==> src/include/axi_consts.svh <==
`ifndef AXI_CONSTS_SVH
`define AXI_CONSTS_SVH

// AXI burst type encodings
`define BURST_FIXED 2'b00
`define BURST_INCR  2'b01
`define BURST_WRAP  2'b10

// the size field holds log2 of the bytes in one beat
`define SIZE_4B 3'b010

`endif

==> src/source/dma_pkg.sv <==
`include "axi_consts.svh"

package dma_pkg;

  localparam int DMEM_AWIDTH = 10;  // 1024 words of DMem
  localparam int AXI_AWIDTH  = 32;
  localparam int AXI_DWIDTH  = 32;

  typedef logic [AXI_AWIDTH-1:0]   axi_addr_t;  // word address on the DDR side
  typedef logic [AXI_DWIDTH-1:0]   axi_data_t;
  typedef logic [DMEM_AWIDTH-1:0]  dmem_addr_t;
  typedef logic [AXI_DWIDTH/8-1:0] dmem_wbe_t;
  typedef logic [31:0]             xfer_len_t;  // length in words
  typedef logic [2:0]              axi_size_t;
  typedef logic [1:0]              axi_burst_t;

  // every request is a full-width incrementing burst
  localparam axi_burst_t BURST_INCR = `BURST_INCR;
  localparam axi_size_t  SIZE_4B    = `SIZE_4B;

  typedef enum logic [2:0] {
    IDLE,
    READ_REQ,
    READ_DATA,
    WRITE_REQ,
    WRITE_DATA,
    DONE
  } ctrl_state_t;

endpackage

==> src/source/dma_if.sv <==
`timescale 1ns/1ps

// latched transfer command with one writer and several readers
interface cmd_if;
  dma_pkg::axi_addr_t src_addr;
  dma_pkg::axi_addr_t dst_addr;
  dma_pkg::xfer_len_t len;
  dma_pkg::xfer_len_t burst_len;  // AXI length field that holds len minus one
  logic               dir;        // 1 moves DMem to DDR, 0 moves DDR to DMem

  modport latch (
    output src_addr,
    output dst_addr,
    output len,
    output burst_len,
    output dir
  );

  modport user (
    input src_addr,
    input dst_addr,
    input len,
    input burst_len,
    input dir
  );
endinterface


==> src/source/dma_cmd_latch.sv <==
`timescale 1ns/1ps

module dma_cmd_latch (
  input  logic               clk,
  input  logic               rst_n,
  input  logic               start,
  input  dma_pkg::axi_addr_t src_addr,
  input  dma_pkg::axi_addr_t dst_addr,
  input  dma_pkg::xfer_len_t len,
  input  logic               dir,
  input  logic               capture,
  cmd_if.latch               cmd
);

  logic load;

  assign load = capture & start;  // a command is taken only on a start seen in IDLE

  always_ff @(posedge clk or negedge rst_n) begin
    if (!rst_n) begin
      cmd.src_addr  <= '0;
      cmd.dst_addr  <= '0;
      cmd.len       <= '0;
      cmd.burst_len <= '0;
      cmd.dir       <= 1'b0;
    end else if (load) begin
      cmd.src_addr  <= src_addr;
      cmd.dst_addr  <= dst_addr;
      cmd.len       <= len;
      cmd.burst_len <= len - 1'b1;  // registered so the request fields come straight from flops
      cmd.dir       <= dir;
    end
  end

endmodule

==> src/flat_wrapper.sv <==
// flat-port wrapper written by rule: the top's interface ports become plain ports
module dma_cmd_latch_flat 
  (clk, rst_n, start, src_addr, dst_addr, len, dir, capture, cmd_src_addr, cmd_dst_addr, cmd_len, cmd_burst_len, cmd_dir);
  cmd_if cmd_i ();
  input  logic clk;
  input  logic rst_n;
  input  logic start;
  input  dma_pkg::axi_addr_t src_addr;
  input  dma_pkg::axi_addr_t dst_addr;
  input  dma_pkg::xfer_len_t len;
  input  logic dir;
  input  logic capture;
  output wire logic [$bits(cmd_i.src_addr)-1:0] cmd_src_addr;
  output wire logic [$bits(cmd_i.dst_addr)-1:0] cmd_dst_addr;
  output wire logic [$bits(cmd_i.len)-1:0] cmd_len;
  output wire logic [$bits(cmd_i.burst_len)-1:0] cmd_burst_len;
  output wire logic [$bits(cmd_i.dir)-1:0] cmd_dir;
  assign cmd_src_addr = cmd_i.src_addr;
  assign cmd_dst_addr = cmd_i.dst_addr;
  assign cmd_len = cmd_i.len;
  assign cmd_burst_len = cmd_i.burst_len;
  assign cmd_dir = cmd_i.dir;
  dma_cmd_latch u_core (.clk(clk), .rst_n(rst_n), .start(start), .src_addr(src_addr), .dst_addr(dst_addr), .len(len), .dir(dir), .capture(capture), .cmd(cmd_i));
endmodule
==> config.mk <==
export PLATFORM = sky130hd
export DESIGN_NAME = dma_cmd_latch_flat
export DESIGN_NICKNAME = d
export VERILOG_FILES = /design/src/source/dma_pkg.sv /design/src/source/dma_if.sv /design/src/source/dma_cmd_latch.sv /design/src/flat_wrapper.sv
export VERILOG_INCLUDE_DIRS = /design/src /design/src/include
export SDC_FILE = /design/constraint.sdc
export NUM_CORES = 1
export LEC_CHECK = 0
export ABC_AREA = 1
export BUFFER_PORTS_ARGS = -buffer_cell sky130_fd_sc_hd__buf_4
export CAP_MARGIN = 20
export CORE_MARGIN = 10
export CORE_UTILIZATION = 39
export DETAILED_ROUTE_END_ITERATION = 8
export PLACE_DENSITY = 0.68
export SYNTH_ARGS = -nofsm -noshare
export SYNTH_HDL_FRONTEND = slang
export SYNTH_SLANG_ARGS = --single-unit
==> constraint.sdc <==
create_clock -name clk -period 0.9 [get_ports clk]
set_input_delay 0.09 -clock clk [delete_from_list [all_inputs] [get_ports clk]]
set_output_delay 0.09 -clock clk [all_outputs]
set_load 0.02 [all_outputs]
* Word-level counts from Yosys, hierarchy flattened
Index checks and enable logic that the tools add are counted.
** Storage, ports and cells
- Register bits after elaboration :: 129
- Bits of input ports :: 101
- Output and inout bits :: 129
- Logic and storage cells :: 7
** Cells by class
- Add/subtract/negate cells :: 1
- Bitwise operators :: 1
** Operators by type and width (count)
- $sub 32x1->32 const B :: 1
- $and 1x1->1 :: 1

* Longest topological paths before layout
- Depth after elaboration :: 1
- Mapped depth :: 9
- Depth with buffers taken out :: 9

* Least setup slack after synthesis
No wires, ideal clock.
- Kind :: in2reg
- Start point :: input len[1]
- End point :: register u_core.cmd.burst_len[30]
- Setup time :: 0.124 ns
- Data arrival time :: 0.917 ns
- Data required time :: 0.776 ns
- Setup slack :: -0.142 ns
- Cell stages on the path :: 9
- Buffers on the path :: 0
- Path through :: inv_1 ha_1 nand2_4 inv_2 nand2_1 nor2_2 nand3_1 nand2_1 nand3_1
** Between the ends
- Cells in the longest elaborated chain, start to end :: 1
** Ends and longest elaborated chain
- start: declaration :: RTL line flat_wrapper.sv:10 : input dma_pkg::xfer_len_t len;
- $sub 32x1->32 :: RTL line dma_cmd_latch.sv:30 : cmd.burst_len <= len - 1'b1;
- end signal: assignment :: RTL line dma_cmd_latch.sv:30
- end: declaration :: RTL line dma_if.sv:15 : output burst_len,
Every way passes these cells.
A chain may end at the register's enable or synchronous reset.

* Final worst setup path
- Start point :: register u_core.cmd.dst_addr[12]
- End point :: output cmd_dst_addr[12]
** RTL lines
- start: declaration :: RTL line dma_if.sv:13 : output dst_addr,
- end: declaration :: RTL line flat_wrapper.sv:14 : output wire logic [$bits(cmd_i.dst_addr)-1:0] cmd_dst_addr;
No word-level cell between the ends.

==> metrics.md <==
| Metric | Value |
|---|---|
| Layout cells sized above 1 | `37.6%` |
| # diodes | `0` |
| CTS H-Tree Depth | `4` |
| Fin area | `10600 sq um` |
| Crit. End Element | `output pin` |
| Setup Skew | `0 ns` |
| Worst Setup SP | `u_core.cmd.dst_addr[12]` |
| Post-Synthesis Cells | `just over 700` |
| Vias in the first global route | `around 6600` |
| I/O Buffers | `229` |
| Core outline area | `~14000 sq um` |
| Maximum clock insertion buffer count | `2` |
| Hold Crit Class | `in2reg` |
| Worst slew pin tran | `0.312 ns` |
| Post-Syn Area | `between 5000 and 6000 sq um` |
| Num rows | `44` |
| Finished Layout Cells | `around 1300` |
| Tcrit/Tclk final | `121%` |
| Setup WS pre-CTS | `-0.317 ns` |
| CP cell instances | `buf_6` |
| CP Launch Type | `flop` |
| Placed Area | `between 8000 and 9000 sq um` |
| DR iter-0 viols | `a little over 400` |
| TritonCTS clock tree | `built` |
| Max-Cap Viols | `0` |
| Pwr Density | `roughly 1800 nW/um^2` |
| Final min period | `between 1 and 1.5 ns` |
| Critical Path RT | `0.81 ns` |
| Via count | `between 6000 and 7000` |
| HPWL Detailed | `15100 um` |
| Syn-to-layout area delta | `85.4%` |
| Leakage | `between 5 and 6 nW` |
| Total grt overflow | `0` |
| Final count of hold timing violations | `0` |
| Failing checks | `negative setup slack` |
| DR pass1 iterations | `5` |
| Initial antenna violation count | `0` |
| R2r setup slk | `0 ns` |
| Area occupied by multi-input gates | `around 2300 sq um` |
| Kind of critical path | `reg2out` |
| CP max FO | `2` |
| Post-synthesis net count | `813` |
| GRT Total Usage | `approximately 22%` |
| Syn_area_per_cell | `8.04 sq um` |
| Synth warnings | `0` |
| CTS Buf Count | `17` |
| First-pass GRT wire length | `~35000 um` |
| Worst Path Arrival | `1.00 ns` |
| Clock transition at path regs | `about 0.060 ns` |
| R2R cell count | `4` |
| Filler Cell Count | `986` |
| Cell count along the critical path | `1` |
| Largest net degree at the start of global routing | `36` |
| Slowest cell on the critical path | `dfrtp_1` |
| Setup ws final | `-0.193 ns` |
| Slew headroom | `79.2%` |
| Initial core utilization | `roughly 40%` |
| Maximum clock frequency | `between 900 and 1000 MHz` |
| CP bufs+invs | `1` |
| Layout Nets | `about 1300` |
| DRC Markers | `0` |
| Final wirelength | `22600 um` |
| Status | `complete, but fails checks` |
| Antenna viol nets, final | `0` |
| Sequential area share after synthesis | `between 50 and 60%` |
| Reg2reg end | `u_core.cmd.dst_addr[13]` |
| Clk_lat worst skew | `roughly 0.41 ns` |
| Setup Viol. Count Final | `~130` |
| Yosys cell types | `26` |
| Seq cells post-synth | `between 100 and 150` |
| DIE AREA | `19900 sq um` |
| Largest delay share family, worst path | `flip-flops` |
| Die Span Y | `around 140 um` |
| Slew Limit Fails | `0` |
| Vias per Instance | `4.72` |
| Sink Count | `129` |
| WL per Instance | `16.8 um` |
| Crit-path max cell delay | `roughly 0.43 ns` |
| Crit path capture | `cmd_dst_addr[12]` |
| Dpl cells | `1178` |
| Register area | `between 3000 and 4000 sq um` |
| Root buf cell | `clkbuf_16` |
| RSZ-0062 raised after global routing | `yes` |
| GPL Wtd Cong | `between 0.8 and 0.9` |
| Peak supply drop | `around 0.0014 V` |
| Ports | `230` |
| Worst R2R Start | `u_core.cmd.dst_addr[13]` |
| Die Wd | `~140 um` |
-- per-layer routing --
metal  track usage (%)  vias to the layer above  wire length [um]
li1                  -                     3089                 -
met1              26.2                     2982              9100
met2              35.9                      254             11000
met3              7.32                       44              1810
met4              7.34                        0               706
met5                 0                        -                 0
-- placed cells by master, fill, tap and decap left out, types with 7 or more instances in the layout --
master | synthesis | final
nand3_1 | 34 | 34
buf_6 | 0 | 130
inv_1 | 28 | 26
o21ai_0 | 14 | 13
o21bai_1 | 8 | 8
nand2_1 | 341 | 338
nand4_1 | 9 | 9
o211ai_1 | 8 | 8
clkbuf_16 | 0 | 17
nand2_2 | 5 | 7
dfrtp_1 | 129 | 129
nor2_2 | 13 | 13
nor2_1 | 73 | 73
dlygate4sd3_1 | 0 | 78
buf_12 | 0 | 10
buf_4 | 2 | 231
-- kinds of logic after synthesis --
logic type               synth area share [%]
AO/OA/AOI/OAI                            4.03
XOR/XNOR                                0.153
adder cells (fa/ha/maj)                 0.219
buffers and inverters                    4.53
flip-flops                               56.5
AND/OR/NAND/NOR                          34.6
-- sequential cells by signal, indices dropped and copies added (netlist names) --
signal	flops
u_core.cmd.burst_len	32
u_core.cmd.dst_addr	32
u_core.cmd.len	32
u_core.cmd.src_addr	32
u_core.cmd.dir	1
-- worst reg2reg max path, stage by stage (launching register included) --
cell and delay (ns):
dfrtp_1 0.40, buf_4 0.14, buf_4 0.13, nand2_2 0.07, nand2_1 0.06
-- repair_timing --
| action | 4_1_cts | 5_1_grt |
|---|---|---|
| hold endpoints to repair | 210 | 0 |
| hold buffers | 78 | 0 |
| pin swaps | 0 | 2 |
| resized for setup | 129 | 4 |
| setup endpoints to repair | 129 | 129 |
| buffers inserted | 29 | 31 |
-- stage by stage --
step | power, mW | hold WS [ns] | utilization, % | setup TNS [ns]
2_1_floorplan | 8.86 | -0.206 | - | -0.0754
3_3_place_gp | 11.2 | -0.0153 | 57.5 | -12.18
3_5_place_dp | 11.3 | -0.0153 | 57.5 | -13.27
4_1_cts | 19.1 | 0.00664 | 71.8 | -19.17
5_1_grt | 20.2 | 0.0388 | 73.5 | -22.01
6_report | 19.3 | 0.0238 | 73.5 | -17.88
-- worst min path at each step --
stage                start                 endpoint  slack (ns)  cells past startpoint
detailed placement   rst_n  u_core.cmd.dst_addr[24]       -0.02                      1
finish              len[9]        u_core.cmd.len[9]        0.02                      4
global placement     rst_n  u_core.cmd.dst_addr[24]       -0.02                      1
CTS                 len[9]        u_core.cmd.len[9]       0.007                      4
global route        len[9]        u_core.cmd.len[9]        0.04                      4
floorplan            rst_n  u_core.cmd.burst_len[0]       -0.21                      0
-- cells in the mapped netlist (all sizes together) --
master / instances / area share (%)
a21oi: 2 / 0.18
o221ai: 1 / 0.15
xor2: 1 / 0.15
buf: 23 / 2.0
o21ai: 17 / 1.5
nand3: 34 / 3.0
ha: 1 / 0.22
o211ai: 8 / 1.1
clkbuf: 5 / 0.33
nand4: 9 / 0.99
nor2: 90 / 7.2
dfrtp: 129 / 56
a31oi: 1 / 0.11
inv: 33 / 2.2
o21bai: 8 / 1.1
or2: 1 / 0.11
nand2: 348 / 23
-- power by group --
part / leakage (nW) / total [mW] / switching (mW) / internal [mW]
clock: 0.285 / 6.71 / 2.56 / 4.15
combinational: 3.72 / 5.48 / 2.60 / 2.89
sequential: 1.59 / 7.13 / 0.593 / 6.54
-- area by class of cell --
| class | instances | share of cell area, % |
|---|---|---|
| tap | 184 | 2.17 |
| sequential | 129 | 30.5 |
| inverter | 33 | 1.22 |
| clock buffer | 23 | 4.70 |
| timing repair buffer | 449 | 39.4 |
| clock inverter | 9 | 0.744 |
| multi-input combinational | 521 | 21.3 |
Power figures use the tool's default switching activity.
