[config.mk]
export PLATFORM = sky130hd
export DESIGN_NAME = dma_xfer_counter_flat
export DESIGN_NICKNAME = d
export VERILOG_FILES = /design/src/source/dma_pkg.sv /design/src/source/dma_if.sv /design/src/source/dma_xfer_counter.sv /design/src/flat_wrapper.sv
export VERILOG_INCLUDE_DIRS = /design/src /design/src/include
export SDC_FILE = /design/constraint.sdc
export NUM_CORES = 1
export LEC_CHECK = 0
export BUFFER_PORTS_ARGS = -buffer_cell sky130_fd_sc_hd__buf_2
export CORE_ASPECT_RATIO = 0.5
export CORE_UTILIZATION = 47
export CTS_CLUSTER_DIAMETER = 200
export DETAILED_ROUTE_END_ITERATION = 8
export PLACE_DENSITY = 0.84
export SETUP_SLACK_MARGIN = 0.1
export SKIP_CTS_REPAIR_TIMING = 1
export SLEW_MARGIN = 10
export SYNTH_ARGS = -nofsm -noshare
export SYNTH_HDL_FRONTEND = slang
export SYNTH_SLANG_ARGS = --single-unit
[constraint.sdc]
create_clock -name clk -period 4 [get_ports clk]
set_input_delay 0.4 -clock clk [delete_from_list [all_inputs] [get_ports clk]]
set_output_delay 0.4 -clock clk [all_outputs]
set_load 0.005 [all_outputs]
[src/include/axi_consts.svh]
`ifndef AXI_CONSTS_SVH
`define AXI_CONSTS_SVH

// AXI burst type encodings
`define BURST_FIXED 2'b00
`define BURST_INCR  2'b01
`define BURST_WRAP  2'b10

// the size field holds log2 of the bytes in one beat
`define SIZE_4B 3'b010

`endif

[src/source/dma_pkg.sv]
`include "axi_consts.svh"

package dma_pkg;

  localparam int DMEM_AWIDTH = 10;  // 1024 words of DMem
  localparam int AXI_AWIDTH  = 32;
  localparam int AXI_DWIDTH  = 32;

  typedef logic [AXI_AWIDTH-1:0]   axi_addr_t;  // word address on the DDR side
  typedef logic [AXI_DWIDTH-1:0]   axi_data_t;
  typedef logic [DMEM_AWIDTH-1:0]  dmem_addr_t;
  typedef logic [AXI_DWIDTH/8-1:0] dmem_wbe_t;
  typedef logic [31:0]             xfer_len_t;  // length in words
  typedef logic [2:0]              axi_size_t;
  typedef logic [1:0]              axi_burst_t;

  // every request is a full-width incrementing burst
  localparam axi_burst_t BURST_INCR = `BURST_INCR;
  localparam axi_size_t  SIZE_4B    = `SIZE_4B;

  typedef enum logic [2:0] {
    IDLE,
    READ_REQ,
    READ_DATA,
    WRITE_REQ,
    WRITE_DATA,
    DONE
  } ctrl_state_t;

endpackage

[src/source/dma_if.sv]
`timescale 1ns/1ps

// latched transfer command with one writer and several readers
interface cmd_if;
  dma_pkg::axi_addr_t src_addr;
  dma_pkg::axi_addr_t dst_addr;
  dma_pkg::xfer_len_t len;
  dma_pkg::xfer_len_t burst_len;  // AXI length field that holds len minus one
  logic               dir;        // 1 moves DMem to DDR, 0 moves DDR to DMem

  modport latch (
    output src_addr,
    output dst_addr,
    output len,
    output burst_len,
    output dir
  );

  modport user (
    input src_addr,
    input dst_addr,
    input len,
    input burst_len,
    input dir
  );
endinterface

// single port of the synchronous data memory
interface dmem_if;
  dma_pkg::dmem_addr_t addr;
  dma_pkg::axi_data_t  din;
  dma_pkg::dmem_wbe_t  wbe;
  logic                en;
  dma_pkg::axi_data_t  dout;

  modport port (
    output addr,
    output din,
    output wbe,
    output en,
    input  dout
  );

  modport mem (
    input  addr,
    input  din,
    input  wbe,
    input  en,
    output dout
  );
endinterface

[src/source/dma_xfer_counter.sv]
`timescale 1ns/1ps

module dma_xfer_counter (
  input  logic               clk,
  input  logic               rst_n,
  cmd_if.user                cmd,
  input  logic               clear,
  input  logic               read_beat,
  input  logic               fetch,
  input  dma_pkg::axi_data_t read_data,
  output logic               last_beat,
  dmem_if.port               mem
);

  dma_pkg::xfer_len_t offset;     // next DMem word relative to the base
  dma_pkg::xfer_len_t beat_cnt;   // data beats already moved
  dma_pkg::xfer_len_t beat_next;
  dma_pkg::axi_addr_t base;
  dma_pkg::axi_addr_t word_addr;
  logic               data_beat;

  // on the write path the first fetch is the prefetch at the request and carries no data
  assign data_beat = read_beat | (fetch & (offset != '0));
  assign beat_next = beat_cnt + 1'b1;

  always_ff @(posedge clk or negedge rst_n) begin
    if (!rst_n) begin
      offset   <= '0;
      beat_cnt <= '0;
    end else if (clear) begin
      offset   <= '0;
      beat_cnt <= '0;
    end else begin
      if (read_beat | fetch) begin
        offset <= offset + 1'b1;
      end
      if (data_beat) begin
        beat_cnt <= beat_next;
      end
    end
  end

  // the beat that fires now is the last one
  assign last_beat = (beat_next == cmd.len);

  // DMem is the destination when reading from DDR and the source when writing to it
  assign base      = cmd.dir ? cmd.src_addr : cmd.dst_addr;
  assign word_addr = base + offset;

  assign mem.addr = dma_pkg::dmem_addr_t'(word_addr);
  assign mem.din  = read_data;
  assign mem.wbe  = {$bits(dma_pkg::dmem_wbe_t){read_beat}};  // whole words only
  assign mem.en   = read_beat | fetch;

endmodule

[src/flat_wrapper.sv]
// flat-port wrapper written by rule: the top's interface ports become plain ports
module dma_xfer_counter_flat 
  (clk, rst_n, clear, read_beat, fetch, read_data, last_beat, cmd_src_addr, cmd_dst_addr, cmd_len, cmd_burst_len, cmd_dir, mem_addr, mem_din, mem_wbe, mem_en, mem_dout);
  cmd_if cmd_i ();
  dmem_if mem_i ();
  input  logic clk;
  input  logic rst_n;
  input  logic clear;
  input  logic read_beat;
  input  logic fetch;
  input  dma_pkg::axi_data_t read_data;
  output logic last_beat;
  input wire logic [$bits(cmd_i.src_addr)-1:0] cmd_src_addr;
  input wire logic [$bits(cmd_i.dst_addr)-1:0] cmd_dst_addr;
  input wire logic [$bits(cmd_i.len)-1:0] cmd_len;
  input wire logic [$bits(cmd_i.burst_len)-1:0] cmd_burst_len;
  input wire logic [$bits(cmd_i.dir)-1:0] cmd_dir;
  output wire logic [$bits(mem_i.addr)-1:0] mem_addr;
  output wire logic [$bits(mem_i.din)-1:0] mem_din;
  output wire logic [$bits(mem_i.wbe)-1:0] mem_wbe;
  output wire logic [$bits(mem_i.en)-1:0] mem_en;
  input wire logic [$bits(mem_i.dout)-1:0] mem_dout;
  assign cmd_i.src_addr = cmd_src_addr;
  assign cmd_i.dst_addr = cmd_dst_addr;
  assign cmd_i.len = cmd_len;
  assign cmd_i.burst_len = cmd_burst_len;
  assign cmd_i.dir = cmd_dir;
  assign mem_addr = mem_i.addr;
  assign mem_din = mem_i.din;
  assign mem_wbe = mem_i.wbe;
  assign mem_en = mem_i.en;
  assign mem_i.dout = mem_dout;
  dma_xfer_counter u_core (.clk(clk), .rst_n(rst_n), .cmd(cmd_i), .clear(clear), .read_beat(read_beat), .fetch(fetch), .read_data(read_data), .last_beat(last_beat), .mem(mem_i));
endmodule
======== Word level (Yosys, flattened, before mapping) ========
Index checks and enable logic that the tools add are counted.
word-level totals
  register bits ........................... 64
  output and inout port bits .............. 48
  logic and storage cells ................. 17
cells by class
  add/subtract/negate cells ............... 3
  equality and inequality tests ........... 1
  mux-type cells .......................... 5
  bitwise gates (word level) .............. 3
  reduce and logical (&&, ||, !) cells .... 3
operators by type and width
  kind                     number
  $mux W32                 4
  $add A32 B1 Y32 const B  2
  $eq A32 B32 Y1           1
  $reduce_bool A32 Y1      1
  $add A10 B10 Y10         1
  $mux W10                 1
  $reduce_bool A2 Y1       2
  $or A1 B1 Y1             2
  $and A1 B1 Y1            1

======== Depth between registers and ports, before layout ========
  depth after elaboration ................. 5
  mapped depth ............................ 11
  mapped depth without buffers ............ 10

======== Least setup slack after synthesis ========
No wires, ideal clock.
  path type ............................... in2out
  start ................................... input port cmd_dir
  end ..................................... output port mem_addr[9]
  arrival ................................. 2.948 ns
  setup slack ............................. 0.652 ns
  stages .................................. 11
  buffers on the path ..................... 1
  path through ............................ clkbuf_1 -> mux2_2 -> ha_1 -> a21o_1 -> a21oi_1 -> nor2b_1 -> o21a_1 -> or4_1 -> a31o_2 -> a21oi_1 -> xnor2_1
between the ends
  longest elaborated chain between the ends .. 2
RTL lines
  item              line                    text
  from (decl)       flat_wrapper.sv:17      input wire logic [$bits(cmd_i.dir)-1:0] cmd_dir;
  $mux W10          dma_xfer_counter.sv:47  assign base = cmd.dir ? cmd.src_addr : cmd.dst_addr;
  $add A10 B10 Y10  dma_xfer_counter.sv:48  assign word_addr = base + offset;
  to (decl)         flat_wrapper.sv:18      output wire logic [$bits(mem_i.addr)-1:0] mem_addr;
No other way between the ends.

======== Worst setup path in the final report ========
  start ................................... register u_core.beat_cnt[0]
  end ..................................... output port last_beat
between the ends
  longest elaborated chain between the ends .. 2
RTL lines
  item                    line                    text
  from (decl)             dma_xfer_counter.sv:16  dma_pkg::xfer_len_t beat_cnt;
  from (signal assigned)  dma_xfer_counter.sv:38  beat_cnt <= beat_next;
  $add A32 B1 Y32         dma_xfer_counter.sv:24  assign beat_next = beat_cnt + 1'b1;
  $eq A32 B32 Y1          dma_xfer_counter.sv:44  assign last_beat = (beat_next == cmd.len);
  to (decl)               flat_wrapper.sv:12      output logic last_beat;
No other way between the ends.

==> impl_metrics.json <==
{
  "grt_pass1_wl_um": 18800,
  "antenna_cells": 0,
  "htree_levels": 3,
  "fp-row-count": 26,
  "sequential_cell_area_mm2": 0.00160,
  "critical_path.cell_chain": "ha_1, nand3_4, or4_4, xnor2_1, o2111ai_1, nor4_1, nand4_1, nor4_1, and4_1, buf_2",
  "ys_seq_elements": 64,
  "grt_util_all_layers": 0.220,
  "crit_path_start": "u_core.beat_cnt[0]",
  "gr-total-overflow": 0,
  "reg2regPathDepth": 9,
  "criticalPathCategory": "flop to primary output",
  "final_cell_mix": "sky130_fd_sc_hd__buf_2, sky130_fd_sc_hd__nor2_1, sky130_fd_sc_hd__dfrtp_1",
  "setup_viol": 0,
  "syn2layout_area_growth_pct": 9.49,
  "first_global_vias": 4019,
  "design.die.area_mm2": 0.0110,
  "drt_iter0_markers": 337,
  "synth.largest_area_cell": "sky130_fd_sc_hd__dfrtp_1",
  "total_leakage_power_nw": 2.40,
  "max_slew_margin": 0.298,
  "grt_start_max_net_pins": 46,
  "worst_hold_path_type": "input port to asynchronous set/reset pin",
  "critPathSlowestCell": "sky130_fd_sc_hd__or4_4",
  "ff2ff_setup_slack_ns": 1.17,
  "fin_crit_ns": 3.78,
  "layout.cells.most_common": "sky130_fd_sc_hd__buf_2",
  "synthFlopType": "sky130_fd_sc_hd__dfrtp_1",
  "peakVddDrop_mv": 0.194,
  "clock-sinks": 64,
  "yosysUniqueCellTypes": 57,
  "fin_hold_ws_ns": 0.259,
  "cellPowerDensity_mw_per_mm2": 301,
  "timing_hold_violations_final": 0,
  "die-height_um": 74.6,
  "port_buf_inserts": 73,
  "crit_top_cell": "sky130_fd_sc_hd__nor4_1",
  "die_width_um": 147,
  "initial_utilization": 0.485,
  "core_region_area_mm2": 0.0102,
  "synthesis.instances": 597,
  "count_of_boundary_i_o_pins": 246,
  "netlist.area_leader.share": 0.323,
  "post_synth_edffs": 0,
  "detail_route.first_pass.iterations": 6,
  "unrepaired_setup_endpoints_after_global_routing": "false",
  "met2RoutedLength_um": 5200,
  "crit_arrival_ns": 3.38,
  "worst_pin_slew_ns": 1.05,
  "max_cap_viol_count": 0,
  "num-nets-final": 831,
  "timing.critical_path.required_ns": 3.60,
  "syn_nets": 808,
  "setup_tns_ns": 0,
  "ys_seq_area_frac": 0.323,
  "ant_nets_after_route": 0,
  "cts_inserted_buffers": 9,
  "fillerInstances": 950,
  "insertion_delay_ns": 0.33,
  "ys.warnings.count": 0,
  "detailed_place_hpwl_um": 8120,
  "reg2reg_from": "u_core.offset[0]",
  "routed_wirelength_um": 11400,
  "antenna_found_initial": 0,
  "finClkSkew_ns": 0.00364,
  "syn_area_mm2": 0.00495,
  "place.gp.congestion": 0.833,
  "cts.path.max_buffers": 2,
  "maxSlewViolCount": 0,
  "worstReg2RegEnd": "u_core.beat_cnt[11]",
  "drive_gt1_frac": 0.181,
  "drc": 0,
  "crit_path_start_kind": "flop",
  "wl_met3_um": 599,
  "timing.critical_path.slowest_cell_delay_ns": 0.55,
  "highest-signal-layer": "met4",
  "run_status": "finished, final reports clean",
  "routed-via-count": 4345,
  "final_min_period_over_clock_period": 0.944,
  "cts_root_buffer": "sky130_fd_sc_hd__clkbuf_16",
  "cts.reportedPaths.clkPinSlew_ns": 0.05,
  "report.power.total_mw": 1.63,
  "clock.fmax_mhz": 265,
  "worstPathMaxFanout": 7,
  "multi_input_comb_area_mm2": 0.00291,
  "cts_tree": "yes",
  "synth_async_sr_flop_share": 1.00,
  "detail_route.wl_per_cell_um": 14.9,
  "syn_avg_cell_area_um2": 8.30,
  "met1_wire_length_um": 5160,
  "netlist_top_cells_area": "sky130_fd_sc_hd__dfrtp_1, sky130_fd_sc_hd__xnor2_1, sky130_fd_sc_hd__xor2_1",
  "viasPerCell": 5.68,
  "worst_setup_path_end_kind": "primary output"
}
## per-stage QoR
| step | utilization | cells | area (um^2) | worst slack, ns |
|---|---|---|---|---|
| global placement | 0.503 | 749 | 5130 | 0.522 |
| global route | 0.531 | 765 | 5430 | 0.123 |
| finish | 0.531 | 765 | 5430 | 0.225 |
| detailed placement | 0.503 | 749 | 5130 | 0.504 |
| floorplan | - | 597 | 4950 | 0.652 |
| CTS | 0.531 | 765 | 5420 | 0.175 |
## how the worst max path moves through the flow
stage / slack (ns) / end
floorplan: 0.65 / mem_addr[9]
global placement: 0.52 / mem_addr[9]
detailed placement: 0.50 / mem_addr[9]
CTS: 0.18 / last_beat
global route: 0.12 / last_beat
finish: 0.22 / last_beat
## Yosys cell counts (2+ instances only)
library cell / n
sky130_fd_sc_hd__xnor2_1: 41
sky130_fd_sc_hd__nor2_1: 65
sky130_fd_sc_hd__inv_1: 15
sky130_fd_sc_hd__mux2_2: 9
sky130_fd_sc_hd__o31ai_1: 17
sky130_fd_sc_hd__a21o_1: 5
sky130_fd_sc_hd__a21oi_1: 24
sky130_fd_sc_hd__nand2_1: 43
sky130_fd_sc_hd__nand3_1: 33
sky130_fd_sc_hd__xor2_1: 37
sky130_fd_sc_hd__o21bai_1: 2
sky130_fd_sc_hd__o31a_1: 2
sky130_fd_sc_hd__buf_2: 12
sky130_fd_sc_hd__and4_1: 5
sky130_fd_sc_hd__or3_1: 8
sky130_fd_sc_hd__clkbuf_1: 18
sky130_fd_sc_hd__o21ai_0: 50
sky130_fd_sc_hd__nor2b_1: 10
sky130_fd_sc_hd__a2bb2oi_1: 2
sky130_fd_sc_hd__dfrtp_1: 64
sky130_fd_sc_hd__a31oi_1: 4
sky130_fd_sc_hd__ha_1: 12
sky130_fd_sc_hd__o41ai_1: 3
sky130_fd_sc_hd__and2_1: 2
sky130_fd_sc_hd__nand4_1: 19
sky130_fd_sc_hd__nor4_1: 11
sky130_fd_sc_hd__mux2i_1: 3
sky130_fd_sc_hd__o22ai_1: 2
sky130_fd_sc_hd__nor3_1: 9
sky130_fd_sc_hd__and3_1: 7
sky130_fd_sc_hd__buf_4: 36
sky130_fd_sc_hd__or2_2: 2
## flip-flops by register name, summed over array words and instances, names as in the netlist
| signal | cells |
|---|---|
| u_core.beat_cnt | 32 |
| u_core.offset | 32 |
## per-layer routing
layer	GRT usage	vias to the layer above
met5	0	-
met4	0.128	0
met3	0.0558	47
met2	0.359	123
met1	0.272	2057
li1	-	2118
## power by group
group	switching, mW	total [mW]	internal (mW)
registers	0.0114	0.666	0.655
clock network	0.289	0.740	0.450
logic	0.127	0.226	0.0994
## worst max-delay path, delay by kind of cell, from the launching register on
kind                     cells  cell delay (ns)
AO/OA/AOI/OAI                1             0.12
adder cells (fa/ha/maj)      1             0.31
flip-flops                   1             0.45
buffers and inverters        1             0.10
AND/OR/NAND/NOR              6             1.88
XOR/XNOR                     1             0.18
## final cells by class
type                       instances  area share
clock inverter                     5     0.00577
inverter                          15      0.0104
sequential                        64       0.295
multi-input combinational        452       0.536
tap                              140      0.0323
clock buffer                      11      0.0466
timing repair buffer              78      0.0743
## logic make-up after synthesis
logic type	Yosys count	synth area share
flops	64	0.323
xor+xnor	78	0.138
compound gates	121	0.147
buf+inv	81	0.0917
simple gates	228	0.239
fa+ha+maj	13	0.0343
mux	12	0.0265
No activity file was read; power rests on OpenSTA's default activity.
