==> src/include/axi_consts.svh <==
`ifndef AXI_CONSTS_SVH
`define AXI_CONSTS_SVH

// AXI burst type encodings
`define BURST_FIXED 2'b00
`define BURST_INCR  2'b01
`define BURST_WRAP  2'b10

// the size field holds log2 of the bytes in one beat
`define SIZE_4B 3'b010

`endif

==> src/source/dma_pkg.sv <==
`include "axi_consts.svh"

package dma_pkg;

  localparam int DMEM_AWIDTH = 10;  // 1024 words of DMem
  localparam int AXI_AWIDTH  = 32;
  localparam int AXI_DWIDTH  = 32;

  typedef logic [AXI_AWIDTH-1:0]   axi_addr_t;  // word address on the DDR side
  typedef logic [AXI_DWIDTH-1:0]   axi_data_t;
  typedef logic [DMEM_AWIDTH-1:0]  dmem_addr_t;
  typedef logic [AXI_DWIDTH/8-1:0] dmem_wbe_t;
  typedef logic [31:0]             xfer_len_t;  // length in words
  typedef logic [2:0]              axi_size_t;
  typedef logic [1:0]              axi_burst_t;

  // every request is a full-width incrementing burst
  localparam axi_burst_t BURST_INCR = `BURST_INCR;
  localparam axi_size_t  SIZE_4B    = `SIZE_4B;

  typedef enum logic [2:0] {
    IDLE,
    READ_REQ,
    READ_DATA,
    WRITE_REQ,
    WRITE_DATA,
    DONE
  } ctrl_state_t;

endpackage

==> src/source/dma_if.sv <==
`timescale 1ns/1ps

// latched transfer command with one writer and several readers
interface cmd_if;
  dma_pkg::axi_addr_t src_addr;
  dma_pkg::axi_addr_t dst_addr;
  dma_pkg::xfer_len_t len;
  dma_pkg::xfer_len_t burst_len;  // AXI length field that holds len minus one
  logic               dir;        // 1 moves DMem to DDR, 0 moves DDR to DMem

  modport latch (
    output src_addr,
    output dst_addr,
    output len,
    output burst_len,
    output dir
  );

  modport user (
    input src_addr,
    input dst_addr,
    input len,
    input burst_len,
    input dir
  );
endinterface


==> src/source/dma_ctrl.sv <==
`timescale 1ns/1ps

module dma_ctrl (
  input  logic clk,
  input  logic rst_n,
  input  logic start,
  cmd_if.user  cmd,

  output logic capture,
  output logic clear,
  output logic read_beat,
  output logic fetch,
  input  logic last_beat,

  output logic rd_req_valid,
  input  logic rd_req_ready,
  input  logic rd_data_valid,
  output logic rd_data_ready,

  output logic wr_req_valid,
  input  logic wr_req_ready,
  output logic wr_data_valid,
  input  logic wr_data_ready,

  output logic done,
  output logic idle
);

  dma_pkg::ctrl_state_t state_q;
  dma_pkg::ctrl_state_t state_d;
  dma_pkg::ctrl_state_t state;
  logic                 done_q;
  logic                 rd_req_fire;
  logic                 rd_data_fire;
  logic                 wr_req_fire;
  logic                 wr_data_fire;

  // dir is latched on the same edge as the start, so both directions leave IDLE through
  // READ_REQ and the latched dir then turns it into a write request
  always_comb begin
    state = state_q;
    if ((state_q == dma_pkg::READ_REQ) && cmd.dir) begin
      state = dma_pkg::WRITE_REQ;
    end
  end

  assign rd_req_fire  = rd_req_valid & rd_req_ready;
  assign rd_data_fire = rd_data_valid & rd_data_ready;
  assign wr_req_fire  = wr_req_valid & wr_req_ready;
  assign wr_data_fire = wr_data_valid & wr_data_ready;

  always_comb begin
    state_d = state;
    case (state)
      dma_pkg::IDLE:       if (start) state_d = dma_pkg::READ_REQ;
      dma_pkg::READ_REQ:   if (rd_req_fire) state_d = dma_pkg::READ_DATA;
      dma_pkg::READ_DATA:  if (rd_data_fire && last_beat) state_d = dma_pkg::DONE;
      dma_pkg::WRITE_REQ:  if (wr_req_fire) state_d = dma_pkg::WRITE_DATA;
      dma_pkg::WRITE_DATA: if (wr_data_fire && last_beat) state_d = dma_pkg::DONE;
      dma_pkg::DONE:       state_d = dma_pkg::IDLE;
      default:             state_d = dma_pkg::IDLE;
    endcase
  end

  always_ff @(posedge clk or negedge rst_n) begin
    if (!rst_n) begin
      state_q <= dma_pkg::IDLE;
    end else begin
      state_q <= state_d;
    end
  end

  // done rises together with idle and is dropped by the next start
  always_ff @(posedge clk or negedge rst_n) begin
    if (!rst_n) begin
      done_q <= 1'b0;
    end else if (state == dma_pkg::DONE) begin
      done_q <= 1'b1;
    end else if (start) begin
      done_q <= 1'b0;
    end
  end

  assign rd_req_valid  = (state == dma_pkg::READ_REQ);
  assign rd_data_ready = (state == dma_pkg::READ_DATA);
  assign wr_req_valid  = (state == dma_pkg::WRITE_REQ);
  assign wr_data_valid = (state == dma_pkg::WRITE_DATA);

  assign capture   = (state == dma_pkg::IDLE) & start;
  assign clear     = (state == dma_pkg::IDLE);  // counters sit at zero between transfers
  assign read_beat = rd_data_fire;              // each read beat goes straight into DMem
  assign fetch     = wr_req_fire | wr_data_fire; // prefetch word 0, then one word per beat

  assign done = done_q;
  assign idle = (state == dma_pkg::IDLE);

endmodule

==> src/flat_wrapper.sv <==
// flat-port wrapper written by rule: the top's interface ports become plain ports
module dma_ctrl_flat 
  (clk, rst_n, start, capture, clear, read_beat, fetch, last_beat, rd_req_valid, rd_req_ready, rd_data_valid, rd_data_ready, wr_req_valid, wr_req_ready, wr_data_valid, wr_data_ready, done, idle, cmd_src_addr, cmd_dst_addr, cmd_len, cmd_burst_len, cmd_dir);
  cmd_if cmd_i ();
  input  logic clk;
  input  logic rst_n;
  input  logic start;
  output logic capture;
  output logic clear;
  output logic read_beat;
  output logic fetch;
  input  logic last_beat;
  output logic rd_req_valid;
  input  logic rd_req_ready;
  input  logic rd_data_valid;
  output logic rd_data_ready;
  output logic wr_req_valid;
  input  logic wr_req_ready;
  output logic wr_data_valid;
  input  logic wr_data_ready;
  output logic done;
  output logic idle;
  input wire logic [$bits(cmd_i.src_addr)-1:0] cmd_src_addr;
  input wire logic [$bits(cmd_i.dst_addr)-1:0] cmd_dst_addr;
  input wire logic [$bits(cmd_i.len)-1:0] cmd_len;
  input wire logic [$bits(cmd_i.burst_len)-1:0] cmd_burst_len;
  input wire logic [$bits(cmd_i.dir)-1:0] cmd_dir;
  assign cmd_i.src_addr = cmd_src_addr;
  assign cmd_i.dst_addr = cmd_dst_addr;
  assign cmd_i.len = cmd_len;
  assign cmd_i.burst_len = cmd_burst_len;
  assign cmd_i.dir = cmd_dir;
  dma_ctrl u_core (.clk(clk), .rst_n(rst_n), .start(start), .cmd(cmd_i), .capture(capture), .clear(clear), .read_beat(read_beat), .fetch(fetch), .last_beat(last_beat), .rd_req_valid(rd_req_valid), .rd_req_ready(rd_req_ready), .rd_data_valid(rd_data_valid), .rd_data_ready(rd_data_ready), .wr_req_valid(wr_req_valid), .wr_req_ready(wr_req_ready), .wr_data_valid(wr_data_valid), .wr_data_ready(wr_data_ready), .done(done), .idle(idle));
endmodule
==> config.mk <==
export PLATFORM = sky130hd
export DESIGN_NAME = dma_ctrl_flat
export DESIGN_NICKNAME = d
export VERILOG_FILES = /design/src/source/dma_pkg.sv /design/src/source/dma_if.sv /design/src/source/dma_ctrl.sv /design/src/flat_wrapper.sv
export VERILOG_INCLUDE_DIRS = /design/src /design/src/include
export SDC_FILE = /design/constraint.sdc
export NUM_CORES = 1
export LEC_CHECK = 0
export BUFFER_PORTS_ARGS = -buffer_cell sky130_fd_sc_hd__buf_2
export CORE_AREA = 2 2 57 59
export DETAILED_ROUTE_END_ITERATION = 10
export DIE_AREA = 0 0 59 61
export HOLD_SLACK_MARGIN = 0.05
export PLACE_DENSITY = 0.71
export REMOVE_ABC_BUFFERS = 1
export SLEW_MARGIN = 40
export SYNTH_ARGS = -nofsm -noshare
export SYNTH_HDL_FRONTEND = slang
export SYNTH_SLANG_ARGS = --single-unit
==> constraint.sdc <==
create_clock -name clk -period 1.31 [get_ports clk]
set_input_delay 0.262 -clock clk [delete_from_list [all_inputs] [get_ports clk]]
set_output_delay 0.262 -clock clk [all_outputs]
set_load 0.1 [all_outputs]
* After elaboration in Yosys (flattened, before gate mapping)
Cells that the tools add are included.
W data, S select, Z words.
** Word-level totals
- Word-level logic and storage cells :: 28
- Flip-flop bits (word level) :: 4
- Input port bits :: 137
- Output and inout bits :: 10
** Cells by class
- Bitwise operators :: 6
- Muxes and demuxes :: 9
- Reductions and logical operators :: 5
- Equal/unequal tests :: 6
** Operators with widths (number)
- $mux W3 :: 6
- $pmux W3 S5 :: 1
- $eq A3 B1 Y1 const B :: 2
- $eq A3 B2 Y1 const B :: 2
- $eq A3 B3 Y1 const B :: 2
- $and A1 B1 Y1 :: 5
- $logic_and A1 B1 Y1 :: 3
- $logic_not A3 Y1 :: 1
- $mux W1 :: 2
- $reduce_bool A2 Y1 :: 1
- $or A1 B1 Y1 :: 1

* Depth between registers and ports, before layout
Gate-level depths: netlist of run 1.
- Depth after elaboration :: 8
- Depth in mapped cells :: 3
- Depth with buffers taken out :: 3

* Least setup slack after synthesis of run 1
OpenSTA, ideal clock, no wires.
- Path type :: register -> register
- Start point :: register u_core.state_q[0]
- End point :: register u_core.state_q[0]
- Data required time :: 1242 ps
- Cell stages (with the launch flop) :: 4
- Clock period less this slack :: 3857 ps
- Setup time :: 68 ps
- Setup slack :: -2547 ps
- Arrival :: 3789 ps
- Path buffers :: 0
- Path through :: dfrtp_1 nor3_1 and2_1 or3_1
** Between the ends
- Elaborated cells between the ends (all ways) :: 20
- Those cells by class :: eq/ne: 5; mux: 7; bitwise: 4; reduce/logical: 4
** RTL lines
- start, declared :: RTL line dma_ctrl.sv:29 : dma_pkg::ctrl_state_t state_q;
- start signal, assigned :: RTL line dma_ctrl.sv:67 : state_q <= dma_pkg::IDLE;
- start signal, assigned :: RTL line dma_ctrl.sv:69 : state_q <= state_d;
- $eq A3 B1 Y1 :: RTL line dma_ctrl.sv:42 : if ((state_q == dma_pkg::READ_REQ) && cmd.dir) begin
- $logic_and A1 B1 Y1 :: RTL line dma_ctrl.sv:42
- $mux W3 (*) :: RTL line dma_ctrl.sv:42
- $logic_not A3 Y1 (*)
- named net clear :: RTL line flat_wrapper.sv:9 : output logic clear;
- $pmux W3 S5 (*) :: RTL line dma_ctrl.sv:54 : case (state)
- named net u_core.state_d[0] :: RTL line dma_ctrl.sv:30 : dma_pkg::ctrl_state_t state_d;
Mark *: on every way through the listed nets, which the timed path passes. The rest lies on a longest branch.
A chain may end at the register's enable or synchronous reset.

* Final worst setup path of run 1
- Start point :: register u_core.state_q[2]
- End point :: output port read_beat
** Between the ends
- Word-level cells in the longest chain between the ends :: 5
** Ends and longest elaborated chain
- $eq A3 B1 Y1 :: RTL line dma_ctrl.sv:42
- $logic_and A1 B1 Y1 :: RTL line dma_ctrl.sv:42
- $mux W3 (*) :: RTL line dma_ctrl.sv:42
- $eq A3 B2 Y1 (*) :: RTL line dma_ctrl.sv:85 : assign rd_data_ready = (state == dma_pkg::READ_DATA);
- $and A1 B1 Y1 (*) :: RTL line dma_ctrl.sv:48 : assign rd_data_fire = rd_data_valid & rd_data_ready;
- end, declared :: RTL line flat_wrapper.sv:10 : output logic read_beat;
Every way passes the cells marked *; elsewhere a longest branch is shown, timed or not.

==> flow_metrics.tcl, run 1 <==
set metrics [dict create \
    grt_pass1_vias 413 \
    setup_violations 10 \
    grt_pass1_wl_mm 1.759 \
    syn_inst 35 \
    area_delta_synth_final_pct 168.4 \
    fp.coreArea_um2 2953 \
    overflow 0 \
    final_common_cell "buf_12" \
    synth_area_um2 281.5 \
    vias_per_cell 3.880 \
    fin_area_um2 755.7 \
    status "finished, violations left" \
    hold_start "start" \
    ys_seq_area_share_pct 35.56 \
    area.sequential_um2 101.3 \
    antenna_found_initial 0 \
    instances_no_fill 100 \
    routed_wl_mm 1.165 \
    power_uw 2824 \
    worst_ir_drop_vdd_mv 1.440 \
    rows 20 \
    path_clk_slew_ns 0.04 \
    placed_cells 95 \
    cp-start-kind "flip-flop" \
    hold_violations 0 \
    multiInputGateArea_um2 237.7 \
    clock-sinks 4 \
    hpwl_um 828.3 \
    dieWidth_um 59 \
    die-height_um 61 \
    wl_per_cell_um 11.65 \
    cts_tree "done" \
    grt_max_degree 9 \
    pwr_density_cell_nw_per_um2 3737 \
    ant_nets 0 \
    synth_cell_type_count 19 \
    initialDrtViolationCount 5 \
    max_stage_delay_ns 0.38 \
    io_pins 147 \
    crit_top_cell "nor2b_4" \
    hold_class "in2reg" \
    grt_usage_pct 7.127 \
    end_kind "primary output" \
    cts_htree_levels 1 \
    ys_ff_latch 4 \
    max-slew-margin-rel_pct 84.05 \
    clock_path_buffers 2 \
    slew_viol_final 0 \
    slowest_stage "dfrtp_1" \
    worstSkewPairLatency_ns 0.23 \
    port_buffers 18 \
    power_leakage_uw 0.0003322 \
    die_area_um2 3599 \
    rsz0062_at_grt "yes" \
    drc 0 \
    dpl_cell_area_um2 630.6 \
    r2r_start "u_core.state_q[1]$_DFF_PN0_" \
    n_fill_cell 315 \
    fmax_mhz 623.9 \
    fin_worst_skew_ns 0.0004428 \
    fin_ws_ns -0.2927 \
    worstPathCellList "buf_6, nor2b_4, nor2b_4, and2_4, buf_12" \
    mostFrequentLayoutCells "buf_12, buf_2, buf_4" \
    final_nets 206 \
    worstSetupStartpoint "u_core.state_q[2]$_DFF_PN0_" \
    numCtsBuffers 3 \
    critPathMaxFanout 6 \
    critPathKind "reg2out" \
    yosys_warnings 0 \
    tightest_slew_ns 0.2374 \
    drive_gt1_share_pct 65.67 \
    drv_cap 0 \
    first_pass_iters 2 \
    root_buffer "clkbuf_4" \
    vias 388 \
    critPathArrivalTime_ns 1.34 \
    syn_area_per_cell_um2 8.043 \
    violations "setup timing" \
    post-route-period-util_pct 122.3 \
    cp.required_ns 1.05 \
    num_antenna_cells 0 \
    finalCriticalPeriod_ns 1.603 \
    gp_congestion 0.7789 \
    initial_utilization_pct 9.534 \
]
==> critical path: cells and delay by family (launching register included) <==
family                 cells  cell delay (ns)
DFF                        1             0.38
and+or+nand+nor            3             0.43
buffers and inverters      2             0.30
==> path summary, 6_finish.rpt <==
check	to	slack, ns	cells past startpoint
setup / recovery	read_beat	-0.29	5
max in group asynchronous	u_core.state_q[1]$_DFF_PN0_	0.80	2
min in group asynchronous	u_core.state_q[2]$_DFF_PN0_	0.38	2
hold / removal	u_core.done$_DFFE_PN0P_	0.25	2
setup reg to reg	u_core.state_q[0]$_DFF_PN0_	-0.12	3
hold reg to reg	u_core.done$_DFFE_PN0P_	0.57	2
==> cells in the mapped netlist, drive strengths merged <==
library cell / count / area, µm²
nor2: 2 / 7.510
or3b: 1 / 8.760
and2: 2 / 12.51
inv: 1 / 3.750
and3: 1 / 6.260
a22o: 1 / 8.760
o21ai: 5 / 25.02
a31oi: 1 / 6.260
nand2b: 2 / 12.51
and2b: 1 / 7.510
buf: 1 / 7.510
or3: 1 / 6.260
a21oi: 1 / 5.000
or2: 1 / 6.260
nor3: 2 / 10.01
nor2b: 4 / 25.02
dfrtp: 4 / 100.1
nand3b: 2 / 15.01
nand2: 2 / 7.510
==> per-stage QoR <==
| stage | setup slack (ns) | TNS, ns | hold WS, ns | util, % |
|---|---|---|---|---|
| 2_1_floorplan | -4.605 | -25.00 | -0.03359 | - |
| 3_3_place_gp | -0.2043 | -0.6701 | 0.06895 | 21.36 |
| 3_5_place_dp | -0.1972 | -0.6922 | 0.07280 | 21.36 |
| 4_1_cts | -0.2854 | -2.370 | 0.2431 | 25.25 |
| 5_1_grt | -0.3716 | -2.959 | 0.2614 | 25.59 |
| 6_report | -0.2927 | -2.332 | 0.2521 | 25.59 |
==> registers in the layout, indices dropped and copies added (netlist names) <==
| name | count |
|---|---|
| u_core.done | 1 |
| u_core.state_q | 3 |
==> report_power, final <==
group          total [µW]  switching [µW]  internal (µW)
clock                 154            51.3            103
combinational        2410            1460            958
sequential            256            72.2            184
total                2820            1580           1240
==> metal layers <==
metal	GRT usage, %	up-vias	share of wire, %
li1	-	186	-
met1	7.417	181	42
met2	10.79	21	46
met3	4.904	0	11
met4	3.896	0	0
met5	0	-	0
==> cell families (layout without fill, tap and decap cells) <==
logic type	count (synthesis)	after routing	share of synthesized area, %
compound gates	8	8	16.00
simple gates	21	21	44.45
buf+inv	2	34	4.000
flops	4	4	35.56
==> layout make-up <==
type,count,share of cell area (%)
inverters,1,0.4967
repair buffers,30,46.19
multi-input cells,29,31.46
flip-flops and latches,4,13.41
clock buffers,3,2.980
well taps,33,5.464
==> timing repair <==
item	in CTS	in global routing
hold buffers	1	0
cloned	0	0
setup endpoints to repair	10	10
gates resized for setup	24	2
buffers inserted	1	1
hold endpoints to repair	4	0
pin swaps	4	2
Note: power is estimated with default switching activity, not from simulation.
==> inputs of run 2 (changes only) <==
--- a/config.mk
+++ b/config.mk
@@ -6,12 +6,14 @@
 export SDC_FILE = /design/constraint.sdc
 export NUM_CORES = 1
 export LEC_CHECK = 0
+export ABC_AREA = 1
 export BUFFER_PORTS_ARGS = -buffer_cell sky130_fd_sc_hd__buf_2
 export CORE_AREA = 2 2 57 59
 export DETAILED_ROUTE_END_ITERATION = 10
 export DIE_AREA = 0 0 59 61
 export HOLD_SLACK_MARGIN = 0.05
-export PLACE_DENSITY = 0.71
+export MAX_ROUTING_LAYER = met4
+export PLACE_DENSITY = 0.72
 export REMOVE_ABC_BUFFERS = 1
 export SLEW_MARGIN = 40
 export SYNTH_ARGS = -nofsm -noshare
==> run 2 against run 1 <==
Against the previous run:
- the flow still finishes with violations (setup timing)
- setup slack gained 0.066 ns
- non-clock buffer count rose by 3
- hold slack better by 0.014 ns
- sequential power decreased by 6%
- register-to-register slack better by 0.08 ns
- wire length fell by 16%
- via count down 5.4%
- critical endpoint is now fetch
- largest cell class unchanged
==> flow_metrics.tcl, run 2 <==
set metrics [dict create \
    num_antenna_cells 0 \
    vias_per_cell 3.430 \
    synth_area_um2 295.3 \
    drc 0 \
    top_register "u_core.state_q" \
    yosys_warnings 0 \
    power_frac_clock_pct 6.0 \
    critPathArrivalTime_ns 1.27 \
    seqPwrFrac_pct 9.8 \
    worst_ir_drop_vdd_mv 1.343 \
    drive_gt1_share_pct 71.62 \
    internal_power_uw 1080 \
    violations "setup timing" \
    met2WireLength_um 546 \
    synth_top_area_share_pct 33.90 \
    tightest_slew_ns 0.2447 \
    holdPathEnd "u_core.done$_DFFE_PN0P_" \
    grt_pass1_wl_mm 1.669 \
    area_delta_synth_final_pct 153.4 \
    switchingPower_uw 1382 \
    wl_per_cell_um 9.112 \
    preCtsSetupSlack_ns -0.1002 \
    cts_htree_levels 1 \
    wl_met3_um 144 \
    largest_register_ff_count 3 \
    worstSkewPairLatency_ns 0.23 \
    clock-sinks 4 \
    cp-start-kind "flip-flop" \
    grt_max_degree 5 \
    r2r_start "u_core.state_q[1]$_DFF_PN0_" \
    fin_worst_skew_ns 0.0009505 \
    synth.most_common_cell "nand2_1" \
    syn_area_per_cell_um2 7.571 \
    fmax_mhz 650.9 \
    ys_ff_latch 4 \
    numCtsBuffers 3 \
    comb_power_share_pct 84.3 \
    fp.coreArea_um2 2953 \
    synth_edf_count 0 \
    slew_viol_final 0 \
    vias 367 \
    drv_cap 0 \
    worstReg2RegEnd "u_core.state_q[1]$_DFF_PN0_" \
    power_leakage_uw 0.0003646 \
    hold_ws_ns 0.2662 \
    die_area_um2 3599 \
    routed_wl_um 975 \
    ant_nets 0 \
    gp_congestion 0.7005 \
    port_buffers 18 \
    first_pass_iters 4 \
    clock_path_buffers 2 \
    synth_cell_type_count 18 \
    mostFrequentLayoutCells "buf_4, buf_12, buf_2" \
    pwr_density_cell_nw_per_um2 3290 \
    hold_violations 0 \
    cts_tree "done" \
    critPathMaxFanout 4 \
    rsz0062_at_grt "yes" \
    final_nets 213 \
    path_clk_slew_ns 0.04 \
    die-height_um 61 \
    critPathKind "reg2out" \
    syn_inst 39 \
    synth_common_cells "nand2_1, inv_1, dfrtp_1" \
    top_layer "met3" \
    grt_usage_pct 6.633 \
    overflow 0 \
    io_pins 147 \
    setup_violations 10 \
    rows 20 \
    initialDrtViolationCount 3 \
    cp.required_ns 1.05 \
    grt_pass1_vias 412 \
    hold_depth 2 \
    regToRegSetupSlack_ns -0.04 \
    synthTopCellsByArea "dfrtp_1, nand2_1, nand3_2" \
    switching_share_pct 56.14 \
    finalCriticalPeriod_ns 1.536 \
    synthArstFlopShare_pct 100.0 \
    root_buffer "clkbuf_4" \
    hold_start "start" \
    end_kind "primary output" \
    synth_top_cell_by_area "dfrtp_1" \
    antenna_found_initial 0 \
    wl_met1_um 284 \
    hpwl_um 791.5 \
    status "finished, violations left" \
    reg2reg_depth 8 \
    final_common_cell "buf_4" \
    ys_seq_area_share_pct 33.90 \
    max-slew-margin-rel_pct 83.64 \
    post-route-period-util_pct 117.3 \
    fin_ws_ns -0.2263 \
    yosys_most_used_dff "dfrtp_1" \
    dieWidth_um 59 \
    hold_class "in2reg" \
    initial_utilization_pct 10.00 \
]
run 2: changes by cell type in the layout (fill, tap and decap cells not counted), moves of 2 or more:
cell     before  now
inv_2         0    4
nand2_1       2    6
buf_4         8   11
inv_1         1    4
nand2_2       0    3
nor2b_4       3    0
o21ai_0       3    0
nand3_1       0    2
nand3_2       0    2
nor2_1        0    2
run 2: metal layers:
metal	vias to the layer above	GRT usage [%]
met4	0	3.896
li1	190	-
met1	159	5.392
met5	-	-
met2	18	11.90
met3	0	3.412
run 2: worst max path at each step:
| stage | end | cells past startpoint | slack, ns | from |
|---|---|---|---|---|
| 2_1_floorplan | capture | 5 | -2.96 | u_core.state_q[1]$_DFF_PN0_ |
| 3_3_place_gp | fetch | 5 | -0.09 | u_core.state_q[2]$_DFF_PN0_ |
| 3_5_place_dp | fetch | 5 | -0.10 | u_core.state_q[2]$_DFF_PN0_ |
| 4_1_cts | fetch | 6 | -0.28 | u_core.state_q[0]$_DFF_PN0_ |
| 5_1_grt | fetch | 6 | -0.31 | u_core.state_q[0]$_DFF_PN0_ |
| 6_report | fetch | 6 | -0.23 | u_core.state_q[1]$_DFF_PN0_ |
run 2: power by group through the flow:
stage	Clock [µW]	Sequential, µW	Combinational, µW
final	147	241	2070
after global routing	162	251	2160
after CTS	156	249	1980
after detailed placement	0	243	1870
after global placement	0	240	1860
after floorplan	0	322	910
run 2: stage by stage:
stage | util [%] | std cells | setup TNS (ns) | power (µW) | area, µm²
after CTS | 23.90 | 103 | -2.065 | 2386 | 705.7
after global routing | 25.34 | 107 | -2.575 | 2570 | 748.2
final | 25.34 | 107 | -1.888 | 2462 | 748.2
after floorplan | - | 38 | -12.38 | 1232 | 287.8
after detailed placement | 21.31 | 97 | -0.1770 | 2114 | 629.4
after global placement | 21.31 | 97 | -0.1413 | 2104 | 629.4
run 2: area by class of cell:
type	count	area, µm²
Tap cell	33	41.29
Multi-Input combinational cell	25	181.4
Fill cell	319	2205
Clock buffer	3	22.52
Sequential cell	4	101.3
Inverter	9	35.03
Timing Repair Buffer	33	366.6
run 2: logic make-up after synthesis:
kind of cell,share of synthesized area [%]
AND/OR/NAND/NOR,43.65
buffers and inverters,13.98
AO/OA/AOI/OAI,8.477
flip-flops,33.90
run 2: critical path, stage by stage (launching register included):
cell and delay, ns:
dfrtp_1 0.41, inv_2 0.13, nand2_4 0.08, nor2_4 0.10, nand2_1 0.07, nand2_2 0.07, buf_12 0.17
run 2: what timing repair did:
item                                    in CTS  in global routing
cloned                                       0                  0
buffers inserted                             2                  4
endpoints found under the hold margin        4                  0
hold buffers                                 1                  0
endpoints found under the setup margin       9                  9
resized for setup                           11                  3
pin swaps                                    4                  3
